`src/hw/mpdmac_defs.svh`:
```
// Geometry and bus width constants of the mirror-padding DMA engine
// Block edge is fixed at 4, so N must be a multiple of 4 within the width limits
`ifndef MPDMAC_DEFS_SVH
`define MPDMAC_DEFS_SVH

// Source block edge and block buffer edge (block plus one pad cell)
`define MPDMAC_BLK          4
`define MPDMAC_BUF          5

// Legal matrix width range, N=4 would make one block two corner types
`define MPDMAC_MIN_WIDTH    8
`define MPDMAC_MAX_WIDTH    60
`define MPDMAC_WIDTH_BITS   6

// AXI field widths
`define AXI_ADDR_BITS       32
`define AXI_DATA_BITS       32
`define AXI_LEN_BITS        4

// Bytes per beat, fixed 4-byte INCR transfers
`define AXI_WORD_BYTES      4

`endif

```
`src/hw/axi_pkg.sv`:
```
// AXI field types of the engine read and write ports
// Size, burst type and strobes are implied constants and have no type here
`default_nettype none

`include "mpdmac_defs.svh"

package axi_pkg;

    typedef logic [`AXI_ADDR_BITS-1:0] addr_t;  // Byte address
    typedef logic [`AXI_DATA_BITS-1:0] data_t;  // One beat

    // Burst length, beats minus one
    typedef logic [`AXI_LEN_BITS-1:0]  len_t;

endpackage

`default_nettype wire

```
`src/hw/mpdmac_pkg.sv`:
```
// Engine state and block-position types
// Position encoding assumes a block never touches both top and bottom edges
`default_nettype none

`include "mpdmac_defs.svh"

package mpdmac_pkg;

    typedef logic [`MPDMAC_WIDTH_BITS-1:0] width_t;

    // Width divided by the block edge
    typedef logic [`MPDMAC_WIDTH_BITS-3:0] blk_idx_t;

    // Where a block sits in the block grid
    typedef enum logic [3:0] {
        POS_TL, POS_TR, POS_BL, POS_BR,
        POS_TOP, POS_BOTTOM, POS_LEFT, POS_RIGHT,
        POS_INNER
    } blk_pos_e;

    typedef enum logic [2:0] {
        ST_IDLE, ST_RD_REQ, ST_RD_DATA, ST_PAD,
        ST_WR_REQ, ST_WR_DATA, ST_WR_RESP
    } state_e;

endpackage

`default_nettype wire

```
`src/hw/mpdmac_cfg.sv`:
```
// Start qualification and run parameters
// A start is taken only while done is high and N is a legal multiple of 4
`default_nettype none

`include "mpdmac_defs.svh"

module mpdmac_cfg (
    input  wire                   clk,
    input  wire                   rst_n,
    input  wire                   start_i,
    input  axi_pkg::addr_t        src_addr_i,
    input  axi_pkg::addr_t        dst_addr_i,
    input  mpdmac_pkg::width_t    width_i,
    input  wire                   finish_i,
    output logic                  go_o,
    output axi_pkg::addr_t        src_addr_o,
    output axi_pkg::addr_t        dst_addr_o,
    output mpdmac_pkg::width_t    width_o,
    output mpdmac_pkg::blk_idx_t  blocks_o,
    output logic                  done_o
);

    logic width_ok;
    logic accept;

    assign width_ok = (width_i >= `MPDMAC_MIN_WIDTH) && (width_i <= `MPDMAC_MAX_WIDTH)
                   && (width_i % `MPDMAC_BLK == 0);
    assign accept   = start_i && done_o && width_ok;

    always_ff @(posedge clk) begin
        if (!rst_n) begin
            go_o   <= 1'b0;
            done_o <= 1'b1;  // Idle engine reports done
        end else begin
            go_o <= accept;
            if (accept)
                done_o <= 1'b0;
            else if (finish_i)
                done_o <= 1'b1;
        end
    end

    // Run parameters held for the whole transfer
    always_ff @(posedge clk) begin
        if (accept) begin
            src_addr_o <= src_addr_i;
            dst_addr_o <= dst_addr_i;
            width_o    <= width_i;
            blocks_o   <= mpdmac_pkg::blk_idx_t'(width_i / `MPDMAC_BLK);
        end
    end

endmodule

`default_nettype wire

```
`src/hw/mpdmac_ctrl.sv`:
```
// Block walker and AXI sequencer, one burst outstanding at a time
// Reads four 4-beat rows per block, pads for one cycle, then writes one burst per row
// Response codes are not checked
`default_nettype none

`include "mpdmac_defs.svh"

module mpdmac_ctrl (
    input  wire                   clk,
    input  wire                   rst_n,
    input  wire                   go_i,
    input  axi_pkg::addr_t        src_addr_i,
    input  axi_pkg::addr_t        dst_addr_i,
    input  mpdmac_pkg::width_t    width_i,
    input  mpdmac_pkg::blk_idx_t  blocks_i,
    input  wire                   arready_i,
    input  wire                   rlast_i,
    input  wire                   rvalid_i,
    input  wire                   awready_i,
    input  wire                   wready_i,
    input  wire                   bvalid_i,
    output logic                  finish_o,
    output mpdmac_pkg::blk_pos_e  blk_pos_o,
    output logic                  load_o,
    output logic [1:0]            load_row_o,
    output logic [1:0]            load_col_o,
    output logic                  pad_o,
    output logic [2:0]            win_row_o,
    output logic [2:0]            win_col_o,
    output axi_pkg::addr_t        araddr_o,
    output logic                  arvalid_o,
    output logic                  rready_o,
    output axi_pkg::addr_t        awaddr_o,
    output axi_pkg::len_t         awlen_o,
    output logic                  awvalid_o,
    output logic                  wlast_o,
    output logic                  wvalid_o,
    output logic                  bready_o
);

    mpdmac_pkg::state_e   state;
    mpdmac_pkg::blk_idx_t bx, by;
    mpdmac_pkg::blk_idx_t last_idx;
    logic [1:0]           rd_row, rd_col;
    logic [2:0]           wr_row, wr_col;
    logic [2:0]           win_rows, win_cols;
    logic                 top, bottom, left, right;
    logic                 last_blk;
    axi_pkg::addr_t       rd_elem, wr_prow, wr_pcol, wr_elem;

    assign last_idx = blocks_i - 4'd1;
    assign top      = (by == 0);
    assign bottom   = (by == last_idx);
    assign left     = (bx == 0);
    assign right    = (bx == last_idx);
    assign last_blk = right && bottom;

    // Own 4x4 plus any border pad row or column
    assign win_rows = 3'(`MPDMAC_BLK) + {2'b00, top} + {2'b00, bottom};
    assign win_cols = 3'(`MPDMAC_BLK) + {2'b00, left} + {2'b00, right};

    always_comb begin
        if (top && left)       blk_pos_o = mpdmac_pkg::POS_TL;
        else if (top && right) blk_pos_o = mpdmac_pkg::POS_TR;
        else if (bottom && left)  blk_pos_o = mpdmac_pkg::POS_BL;
        else if (bottom && right) blk_pos_o = mpdmac_pkg::POS_BR;
        else if (top)          blk_pos_o = mpdmac_pkg::POS_TOP;
        else if (bottom)       blk_pos_o = mpdmac_pkg::POS_BOTTOM;
        else if (left)         blk_pos_o = mpdmac_pkg::POS_LEFT;
        else if (right)        blk_pos_o = mpdmac_pkg::POS_RIGHT;
        else                   blk_pos_o = mpdmac_pkg::POS_INNER;
    end

    // Source word index of the current read row
    assign rd_elem = (axi_pkg::addr_t'(by) * `MPDMAC_BLK + axi_pkg::addr_t'(rd_row))
                   * axi_pkg::addr_t'(width_i) + axi_pkg::addr_t'(bx) * `MPDMAC_BLK;
    assign araddr_o = src_addr_i + rd_elem * `AXI_WORD_BYTES;

    // Window origin in the padded matrix backs off by one at a top or left edge
    assign wr_prow = axi_pkg::addr_t'(by) * `MPDMAC_BLK + (top ? 32'd0 : 32'd1)
                   + axi_pkg::addr_t'(wr_row);
    assign wr_pcol = axi_pkg::addr_t'(bx) * `MPDMAC_BLK + (left ? 32'd0 : 32'd1);
    assign wr_elem = wr_prow * (axi_pkg::addr_t'(width_i) + 32'd2) + wr_pcol;
    assign awaddr_o = dst_addr_i + wr_elem * `AXI_WORD_BYTES;
    assign awlen_o  = axi_pkg::len_t'(win_cols - 3'd1);

    assign arvalid_o = (state == mpdmac_pkg::ST_RD_REQ);
    assign rready_o  = (state == mpdmac_pkg::ST_RD_DATA);
    assign awvalid_o = (state == mpdmac_pkg::ST_WR_REQ);
    assign wvalid_o  = (state == mpdmac_pkg::ST_WR_DATA);
    assign bready_o  = (state == mpdmac_pkg::ST_WR_RESP);
    assign wlast_o   = wvalid_o && (wr_col == win_cols - 3'd1);

    assign load_o     = rready_o && rvalid_i;  // Every R beat lands in the buffer
    assign load_row_o = rd_row;
    assign load_col_o = rd_col;
    assign pad_o      = (state == mpdmac_pkg::ST_PAD);
    assign win_row_o  = wr_row;
    assign win_col_o  = wr_col;

    assign finish_o = bready_o && bvalid_i && (wr_row == win_rows - 3'd1) && last_blk;

    always_ff @(posedge clk) begin
        if (!rst_n) begin
            state  <= mpdmac_pkg::ST_IDLE;
            bx     <= '0;
            by     <= '0;
            rd_row <= '0;
            rd_col <= '0;
            wr_row <= '0;
            wr_col <= '0;
        end else begin
            case (state)
                mpdmac_pkg::ST_IDLE: begin
                    if (go_i) begin
                        bx     <= '0;
                        by     <= '0;
                        rd_row <= '0;
                        rd_col <= '0;
                        state  <= mpdmac_pkg::ST_RD_REQ;
                    end
                end
                mpdmac_pkg::ST_RD_REQ: begin
                    if (arready_i)
                        state <= mpdmac_pkg::ST_RD_DATA;
                end
                mpdmac_pkg::ST_RD_DATA: begin
                    if (rvalid_i) begin
                        rd_col <= rd_col + 2'd1;
                        if (rlast_i) begin
                            rd_col <= '0;
                            if (rd_row == 2'd3) begin
                                state <= mpdmac_pkg::ST_PAD;
                            end else begin
                                rd_row <= rd_row + 2'd1;
                                state  <= mpdmac_pkg::ST_RD_REQ;
                            end
                        end
                    end
                end
                mpdmac_pkg::ST_PAD: begin
                    wr_row <= '0;
                    state  <= mpdmac_pkg::ST_WR_REQ;
                end
                mpdmac_pkg::ST_WR_REQ: begin
                    if (awready_i) begin
                        wr_col <= '0;
                        state  <= mpdmac_pkg::ST_WR_DATA;
                    end
                end
                mpdmac_pkg::ST_WR_DATA: begin
                    if (wready_i) begin
                        wr_col <= wr_col + 3'd1;
                        if (wlast_o)
                            state <= mpdmac_pkg::ST_WR_RESP;
                    end
                end
                mpdmac_pkg::ST_WR_RESP: begin
                    if (bvalid_i) begin
                        if (wr_row != win_rows - 3'd1) begin
                            wr_row <= wr_row + 3'd1;  // Next window row
                            state  <= mpdmac_pkg::ST_WR_REQ;
                        end else if (last_blk) begin
                            state <= mpdmac_pkg::ST_IDLE;
                        end else begin
                            // Row-major block walk
                            if (right) begin
                                bx <= '0;
                                by <= by + 4'd1;
                            end else begin
                                bx <= bx + 4'd1;
                            end
                            rd_row <= '0;
                            state  <= mpdmac_pkg::ST_RD_REQ;
                        end
                    end
                end
                default: state <= mpdmac_pkg::ST_IDLE;
            endcase
        end
    end

endmodule

`default_nettype wire

```
`src/hw/mpdmac_buffer.sv`:
```
// 5x5 block buffer, source cells sit at (top, left) so the write window starts at (0,0)
// Pad copies read the pre-pad contents, load and pad never overlap in time
`default_nettype none

`include "mpdmac_defs.svh"

module mpdmac_buffer (
    input  wire                   clk,
    input  wire                   rst_n,
    input  mpdmac_pkg::blk_pos_e  blk_pos_i,
    input  wire                   load_i,
    input  wire  [1:0]            load_row_i,
    input  wire  [1:0]            load_col_i,
    input  axi_pkg::data_t        rdata_i,
    input  wire                   pad_i,
    input  wire  [2:0]            win_row_i,
    input  wire  [2:0]            win_col_i,
    output axi_pkg::data_t        rd_word_o
);

    axi_pkg::data_t mem [0:`MPDMAC_BUF-1][0:`MPDMAC_BUF-1];  // [row][col]

    logic       top, bottom, left, right;
    logic [2:0] pad_row, pad_col;

    assign top    = blk_pos_i inside {mpdmac_pkg::POS_TL, mpdmac_pkg::POS_TR,
                                      mpdmac_pkg::POS_TOP};
    assign bottom = blk_pos_i inside {mpdmac_pkg::POS_BL, mpdmac_pkg::POS_BR,
                                      mpdmac_pkg::POS_BOTTOM};
    assign left   = blk_pos_i inside {mpdmac_pkg::POS_TL, mpdmac_pkg::POS_BL,
                                      mpdmac_pkg::POS_LEFT};
    assign right  = blk_pos_i inside {mpdmac_pkg::POS_TR, mpdmac_pkg::POS_BR,
                                      mpdmac_pkg::POS_RIGHT};

    // Pad row or column lands on whichever side the data left free
    assign pad_row = top  ? 3'd0 : 3'd4;
    assign pad_col = left ? 3'd0 : 3'd4;

    always_ff @(posedge clk) begin
        if (rst_n) begin  // No writes while in reset
            if (load_i) begin
                mem[{2'b00, top} + {1'b0, load_row_i}][{2'b00, left} + {1'b0, load_col_i}]
                    <= rdata_i;
            end else if (pad_i) begin
                // Buffer row 2 always holds source row 1 or N-2
                if (top || bottom) begin
                    for (int c = 0; c < `MPDMAC_BUF; c++)
                        mem[pad_row][c] <= mem[2][c];
                end
                if (left || right) begin
                    for (int r = 0; r < `MPDMAC_BUF; r++)
                        mem[r][pad_col] <= mem[r][2];
                end
                // Corner overrides both copies above
                if ((top || bottom) && (left || right))
                    mem[pad_row][pad_col] <= mem[2][2];
            end
        end
    end

    assign rd_word_o = mem[win_row_i][win_col_i];

endmodule

`default_nettype wire

```
`src/hw/mpdmac_top.sv`:
```
// Mirror-padding DMA engine top
// Slave must assume 4-byte INCR bursts with all strobes set and 4-beat reads
`default_nettype none

module mpdmac_top (
    input  wire                   clk,
    input  wire                   rst_n,
    input  wire                   start_i,
    input  axi_pkg::addr_t        src_addr_i,
    input  axi_pkg::addr_t        dst_addr_i,
    input  mpdmac_pkg::width_t    width_i,
    output logic                  done_o,
    output axi_pkg::addr_t        araddr_o,
    output logic                  arvalid_o,
    input  wire                   arready_i,
    input  axi_pkg::data_t        rdata_i,
    input  wire                   rlast_i,
    input  wire                   rvalid_i,
    output logic                  rready_o,
    output axi_pkg::addr_t        awaddr_o,
    output axi_pkg::len_t         awlen_o,
    output logic                  awvalid_o,
    input  wire                   awready_i,
    output axi_pkg::data_t        wdata_o,
    output logic                  wlast_o,
    output logic                  wvalid_o,
    input  wire                   wready_i,
    input  wire                   bvalid_i,
    output logic                  bready_o
);

    logic                 go, finish;
    axi_pkg::addr_t       src_addr, dst_addr;
    mpdmac_pkg::width_t   width;
    mpdmac_pkg::blk_idx_t blocks;
    mpdmac_pkg::blk_pos_e blk_pos;
    logic                 load, pad;
    logic [1:0]           load_row, load_col;
    logic [2:0]           win_row, win_col;

    mpdmac_cfg u_cfg (
        .clk(clk), .rst_n(rst_n), .start_i(start_i),
        .src_addr_i(src_addr_i), .dst_addr_i(dst_addr_i), .width_i(width_i),
        .finish_i(finish), .go_o(go), .src_addr_o(src_addr), .dst_addr_o(dst_addr),
        .width_o(width), .blocks_o(blocks), .done_o(done_o)
    );

    mpdmac_ctrl u_ctrl (
        .clk(clk), .rst_n(rst_n), .go_i(go),
        .src_addr_i(src_addr), .dst_addr_i(dst_addr), .width_i(width), .blocks_i(blocks),
        .arready_i(arready_i), .rlast_i(rlast_i), .rvalid_i(rvalid_i),
        .awready_i(awready_i), .wready_i(wready_i), .bvalid_i(bvalid_i),
        .finish_o(finish), .blk_pos_o(blk_pos), .load_o(load),
        .load_row_o(load_row), .load_col_o(load_col), .pad_o(pad),
        .win_row_o(win_row), .win_col_o(win_col),
        .araddr_o(araddr_o), .arvalid_o(arvalid_o), .rready_o(rready_o),
        .awaddr_o(awaddr_o), .awlen_o(awlen_o), .awvalid_o(awvalid_o),
        .wlast_o(wlast_o), .wvalid_o(wvalid_o), .bready_o(bready_o)
    );

    // Buffer word feeds the W channel directly
    mpdmac_buffer u_buffer (
        .clk(clk), .rst_n(rst_n), .blk_pos_i(blk_pos),
        .load_i(load), .load_row_i(load_row), .load_col_i(load_col), .rdata_i(rdata_i),
        .pad_i(pad), .win_row_i(win_row), .win_col_i(win_col), .rd_word_o(wdata_o)
    );

endmodule

`default_nettype wire

```
`config.mk`:
```
export PLATFORM = sky130hd
export DESIGN_NAME = mpdmac_top
export DESIGN_NICKNAME = d
export VERILOG_FILES = /design/src/hw/axi_pkg.sv /design/src/hw/mpdmac_pkg.sv /design/src/hw/mpdmac_cfg.sv /design/src/hw/mpdmac_ctrl.sv /design/src/hw/mpdmac_buffer.sv /design/src/hw/mpdmac_top.sv
export VERILOG_INCLUDE_DIRS = /design/src /design/src/hw
export SDC_FILE = /design/constraint.sdc
export NUM_CORES = 2
export LEC_CHECK = 0
export ABC_AREA = 0
export BUFFER_PORTS_ARGS = -buffer_cell sky130_fd_sc_hd__buf_4
export CAP_MARGIN = 10
export CORE_ASPECT_RATIO = 1.75
export CORE_MARGIN = 2
export CORE_UTILIZATION = 31
export DETAILED_ROUTE_END_ITERATION = 8
export MAX_ROUTING_LAYER = met4
export SYNTH_ARGS = -nofsm -noshare
export SYNTH_HDL_FRONTEND = slang
export SYNTH_SLANG_ARGS = --single-unit
```
`constraint.sdc`:
```
create_clock -name clk -period 16.8 [get_ports clk]
set_input_delay 2.52 -clock clk [delete_from_list [all_inputs] [get_ports clk]]
set_output_delay 2.52 -clock clk [all_outputs]
set_load 0.02 [all_outputs]
```
== Word-level counts from Yosys, hierarchy flattened ==
Memories as Yosys holds them, arrays and structs flattened. A register that Yosys moved wholly into a read port is not among the register bits.
Index checks and enable logic that the tools add are counted.

* Register bits after elaboration: 97
* Memory bits (writable): 800
* Input port bits: 111
* Output and inout bits: 107
* Logic and storage cells: 1490
* Memories: 1

* Add/subtract/negate cells: 25
* Multipliers: 2
* Order comparisons: 7
* Equal/unequal tests: 34
* Muxes and demuxes: 244
* Bitwise gates (word level): 1123
* Reduce and logical (&&, ||, !) cells: 41

{| class="wikitable"
|+ Memories
! memory !! words !! bits a word !! rd ports !! clocked after memory_dff !! write ports !! line !! source
|-
| u_buffer.mem || 5 || 160 || 6 || 1 || 6 || mpdmac_buffer.sv:21 || <nowiki>axi_pkg::data_t mem [0:`MPDMAC_BUF-1][0:`MPDMAC_BUF-1];</nowiki>
|}

{| class="wikitable"
|+ Operator list
! operator !! number
|-
| 160-bit 2-to-1 mux || 5
|-
| 1-bit bitwise AND || 640
|-
| 1-bit inverter || 320
|-
| 32-bit demux with 3-bit select || 2
|-
| 1-bit 2-to-1 mux || 180
|-
| 1-bit bitwise OR || 160
|-
| 160-bit OR reduction || 1
|-
| 32-bit 2-to-1 mux || 4
|-
| 32-bit binary-select mux with 3-bit select || 1
|-
| 4-bit 2-to-1 mux || 17
|-
| 32-bit adder || 2
|-
| 3-bit 2-to-1 mux || 18
|-
| 32-bit by 3-bit adder with 32-bit output || 1
|-
| 6-bit by 32-bit adder with 32-bit output || 1
|-
| 32-bit zero test || 1
|-
| 32-bit by 32-bit multiplier with 30-bit output || 1
|-
| 32-bit by 6-bit multiplier with 30-bit output || 1
|-
| 30-bit adder || 1
|-
| 30-bit by 6-bit adder with 30-bit output || 1
|-
| 6-bit by 30-bit adder with 30-bit output || 1
|-
| 2-bit inequality test (second input constant) || 11
|-
| 3-bit one-hot mux with 7 select lines || 1
|-
| 2-bit 2-to-1 mux || 10
|-
| 4-bit by 3-bit == test with 1-bit output (second input constant) || 4
|-
| 41 further kinds || 92
|}

== Logic depth before layout (Yosys ltp) ==
* Depth in word-level cells: 22
* Mapped depth: 33
* Mapped depth without buffers: 32

== Hierarchy ==
From an unflattened synthesis, not the netlist that was laid out.

* Cells, all modules: 4025
* Area, all modules: 64508.1 um2

{| class="wikitable"
|+ By module, submodules not included
! module !! instances !! cells an instance !! area an instance (um2) !! sequential area each (um2)
|-
| mpdmac_buffer || 1 || 3059 || 55330.6 || 38436.9
|-
| mpdmac_ctrl || 1 || 884 || 6969.2 || 420.4
|-
| mpdmac_cfg || 1 || 82 || 2208.4 || 2142.1
|}

== Worst setup path before layout ==
No wires, ideal clock.

* Path type: in2reg
* Start point: in width_i[0]
* End point: reg u_cfg.done_o
* Setup time: 0.435 ns
* Arrival time: 10.020 ns
* Data required time: 16.365 ns
* Setup slack: 6.344 ns
* Cell stages on the path: 2
* Path buffers: 0
* Path through: nor4_1 -> o21ai_0

* Longest elaborated chain between the ends: 5
* Elaborated cells on any way between the ends: 8
* Classes of those cells: order compare (2); mux (1); reduce/logical (5)

{| class="wikitable"
|+ Ends and longest elaborated chain
! element !! line !! source
|-
| start, declared || mpdmac_top.sv:11 || <nowiki>input mpdmac_pkg::width_t width_i,</nowiki>
|-
| 6-bit by 4-bit >= comparator with 1-bit output (no line) / 6-bit <= comparator (equally long branches) || -- ||
|-
| 1-bit logical AND || mpdmac_cfg.sv:26 || <nowiki>assign width_ok = (width_i >= `MPDMAC_MIN_WIDTH) && (width_i <= `MPDMAC_MAX_WIDTH)</nowiki>
|-
| 1-bit logical AND (*) || mpdmac_cfg.sv:26 ||
|-
| 1-bit logical AND (*) || mpdmac_cfg.sv:28 || <nowiki>assign accept = start_i && done_o && width_ok;</nowiki>
|-
| 1-bit 2-to-1 mux / 2-bit nonzero test (equally long branches) || -- ||
|-
| end signal, assigned || mpdmac_cfg.sv:33 || <nowiki>done_o <= 1'b1;</nowiki>
|-
| end signal, assigned || mpdmac_cfg.sv:37 || <nowiki>done_o <= 1'b0;</nowiki>
|-
| end signal, assigned || mpdmac_cfg.sv:39 || <nowiki>done_o <= 1'b1;</nowiki>
|-
| end, declared || mpdmac_cfg.sv:20 || <nowiki>output logic done_o</nowiki>
|}

Every way passes the cells marked *; elsewhere a longest branch is shown, timed or not.
A chain may end at the register's enable or synchronous reset.

== Worst setup path after layout ==
* Start point: reg u_ctrl.by[1]
* End point: out awaddr_o[30]

* Longest elaborated chain between the ends: 7

{| class="wikitable"
|+ Ends and longest elaborated chain
! element !! line !! source
|-
| start, declared || mpdmac_ctrl.sv:42 || <nowiki>mpdmac_pkg::blk_idx_t bx, by;</nowiki>
|-
| start signal, assigned || mpdmac_ctrl.sv:169 || <nowiki>by <= by + 4'd1;</nowiki>
|-
| 4-bit zero test || mpdmac_ctrl.sv:52 || <nowiki>assign top = (by == 0);</nowiki>
|-
| 1-bit 2-to-1 mux || mpdmac_ctrl.sv:80 || <nowiki>assign wr_prow = axi_pkg::addr_t'(by) * `MPDMAC_BLK + (top ? 32'd0 : 32'd1)</nowiki>
|-
| 6-bit by 32-bit adder with 32-bit output (*) || mpdmac_ctrl.sv:80 ||
|-
| 32-bit by 3-bit adder with 32-bit output (*) || mpdmac_ctrl.sv:80 ||
|-
| 32-bit by 32-bit multiplier with 30-bit output (*) || mpdmac_ctrl.sv:83 || <nowiki>assign wr_elem = wr_prow * (axi_pkg::addr_t'(width_i) + 32'd2) + wr_pcol;</nowiki>
|-
| 30-bit adder (*) || mpdmac_ctrl.sv:83 ||
|-
| 32-bit adder (no line) (*) || -- ||
|-
| end, declared || mpdmac_top.sv:20 || <nowiki>output axi_pkg::addr_t awaddr_o,</nowiki>
|}

Marked as above.

==> impl_metrics.json <==
{
  "finalSetupTns_ps": 0,
  "post-route-cell-area_um2": 73400,
  "finalHoldViolCount": 0,
  "die_y_um": 608,
  "ys_seq_area_share_pct": 63.6,
  "drive_gt1_share_pct": 29.2,
  "mostFrequentLayoutCell": "edfxtp_1",
  "gp_congestion": 0.844,
  "slowest_stage": "a31oi_1",
  "final_cell_mix": "edfxtp_1 (1,350), mux4_2 (384), nand2_1 (363)",
  "cts_max_level": 3,
  "ys_types": 81,
  "hold_start": "u_ctrl.load_col_o[1]",
  "clock_latency_ps": 770,
  "cts_sinks": 1376,
  "hold_end": "u_ctrl.load_col_o[1]",
  "power.leakage_nw": 23.9,
  "yosys_warnings": 0,
  "synth_top_area_cell": "edfxtp_1",
  "areaGrowthSynthToFinish_pct": 13.6,
  "synthArstFlopShare_pct": 0,
  "r2r_end": "u_buffer.mem[3][138]",
  "worst_path_most_repeated_cell": "inv_1",
  "routedWlPerCell_um": 29.9,
  "cpPeakStageDelay_ps": 550,
  "grt_overflow": 0,
  "crit_fanout": 13,
  "post_cts_resized": 0,
  "max_freq_mhz": 85.8,
  "fin_util_pct": 35.4,
  "synthCells": 3869,
  "hold_depth": 2,
  "drc": 0,
  "vias_per_cell": 5.55,
  "layout.cells.non_filler": 6838,
  "reg2regPathDepth": 15,
  "routed_wl_um": 205000,
  "die_area_um2": 212000,
  "clkSlewWorstSetupHoldPaths_ps": 70,
  "post-route-period-util_pct": 69.3,
  "setup_viol": 0,
  "boundaryPins": 218,
  "ff2ff_setup_slack_ps": 9720,
  "rsz0062_at_grt": "no",
  "cp.required_ps": 14280,
  "vias": 38000,
  "avgSynthCellArea_um2": 16.7,
  "holdWs_ps": 527,
  "final_nets": 4340,
  "ctsHoldBuffers": 0,
  "ir_drop_v": 0.0000908,
  "start_util_pct": 31.2,
  "netlist_area_um2": 64600,
  "syn_nets": 4153,
  "ys_ff_latch": 1376,
  "grt_pass1_vias": 39600,
  "finClkSkew_ps": 53.7,
  "postCtsSetupBuffers": 0,
  "drv_cap": 0,
  "root_buffer": "clkbuf_16",
  "ys_top_cells_by_area": "edfxtp_1 (63%), mux4_2 (13%), mux2_2 (4.0%), ha_1 (2.4%), nand2_1 (2.1%)",
  "maxSlewHeadroom_pct": 20.9,
  "antenna_found_initial": 8,
  "grt_usage_pct": 19.6,
  "hpwl_um": 115000,
  "worst_pin_slew_ps": 1180,
  "post-synth-top-area-fraction_pct": 62.8,
  "p_per_area_nw_per_um2": 100,
  "cp-end-kind": "output pin",
  "place_area_um2": 69600,
  "clockBufferDepth": 3,
  "worst_setup_path_start_kind": "register",
  "hold_class": "reg -> reg",
  "drtAntennaViolNets": 0,
  "dp.cells": 6611,
  "timing.rr.start": "u_ctrl.bx[0]",
  "core_um2": 207000,
  "status": "finished clean",
  "cts_made_buffers": 119,
  "first_pass_iters": 7,
  "worstPathArrival_ps": 9130,
  "period_needed_ps": 11650,
  "final_max_slew_viol_count": 0,
  "cts_tree": "built",
  "drt-initial-drc-count": 3881,
  "synth_enable_flop_cells": 1350,
  "grt_pass1_wl_um": 289000,
  "worst-setup-path-type": "reg -> out",
  "numPortBuffers": 216,
  "rows": 221,
  "die_w_um": 349,
  "grt_max_degree": 126,
  "synth_ff_type": "edfxtp_1"
}
-- where the power goes --
group / leakage [nW] / internal [mW] / switching (mW) / total (mW)
logic: 9.73 / 0.311 / 0.445 / 0.755
registers: 12.4 / 3.86 / 0.0277 / 3.89
clock network: 1.83 / 1.42 / 1.30 / 2.72
total: 23.9 / 5.59 / 1.77 / 7.36
-- per-stage QoR --
step | worst slack, ps | power, mW
floorplan | 6340 | 4.47
global placement | 5910 | 4.71
detailed placement | 5900 | 4.72
CTS | 5080 | 7.41
global route | 4540 | 7.59
finish | 5150 | 7.36
-- worst max-delay path: cells and delay by family (launching register included) --
| family | cells | cell delay (ps) |
|---|---|---|
| adders and majority gates | 8 | 3150 |
| AOI/OAI and AO/OA | 7 | 2110 |
| buffers and inverters | 7 | 890 |
| DFF | 1 | 460 |
| xor gates and xnor gates | 3 | 710 |
| and+or+nand+nor | 5 | 1080 |
-- synth_stat cells (all sizes together) (42+ instances only) --
library cell and n:
buf 124, nand2 368, ha 122, o21a 98, clkbuf 104, nand3 127
nor2 134, edfxtp 1350, fa 51, o21ai 71, mux4 384, mux2 230
a21oi 42, xnor2 63, a31oi 42, inv 130
-- registers in the layout, summed over array words and instances, names as in the netlist, named ones only --
| signal | count |
|---|---|
| u_buffer.mem | 1280 |
| u_ctrl.win_col_o | 3 |
| u_cfg.dst_addr_o | 32 |
| u_ctrl.win_row_o | 3 |
| u_ctrl.by | 4 |
| u_ctrl.load_col_o | 2 |
| u_ctrl.load_row_o | 2 |
| u_cfg.blocks_o | 4 |
| u_ctrl.bx | 4 |
| u_cfg.width_o | 2 |
| u_ctrl.state | 3 |
| u_cfg.done_o | 1 |
| u_cfg.go_o | 1 |
| u_cfg.src_addr_o | 32 |
-- cells by family after synthesis --
logic type / Yosys count / synth area share, %
compound gates: 426 / 5.03
xor+xnor: 102 / 1.45
fa+ha+maj: 173 / 3.94
buf+inv: 358 / 2.39
flops: 1376 / 63.6
mux: 651 / 18.0
other cells: 1 / 0.00581
simple gates: 782 / 5.63
-- how the worst max path moves through the flow --
stage	startpoint	to	slack [ps]	cells after the start
2_1_floorplan	width_i[0]	u_cfg.done_o	6340	2
3_3_place_gp	u_ctrl.by[1]	awaddr_o[26]	5910	31
3_5_place_dp	u_ctrl.by[1]	awaddr_o[30]	5900	31
4_1_cts	u_ctrl.by[1]	awaddr_o[30]	5080	31
5_1_grt	u_ctrl.by[1]	awaddr_o[30]	4540	30
6_report	u_ctrl.by[1]	awaddr_o[30]	5150	30
-- routing by layer --
| metal | part of all wire [%] | wire length (um) | vias up | GRT usage [%] |
|---|---|---|---|---|
| li1 | - | - | 15700 | - |
| met3 | 7.6 | 15600 | 502 | 3.11 |
| met1 | 36 | 73700 | 19900 | 22.6 |
| met5 | 0 | 0 | - | - |
| met2 | 51 | 105000 | 1890 | 33.4 |
| met4 | 5.2 | 10600 | 0 | 8.87 |
-- area by class of cell --
cell class | instances | area, um^2
antenna | 6 | 15.0
clock inverter | 73 | 657
timing repair buffer | 294 | 2240
fill | 19300 | 134000
sequential | 1376 | 41100
tap | 2676 | 3350
multi-input combinational | 2135 | 22500
inverter | 130 | 488
clock buffer | 148 | 3090
Power figures use the tool's default switching activity.
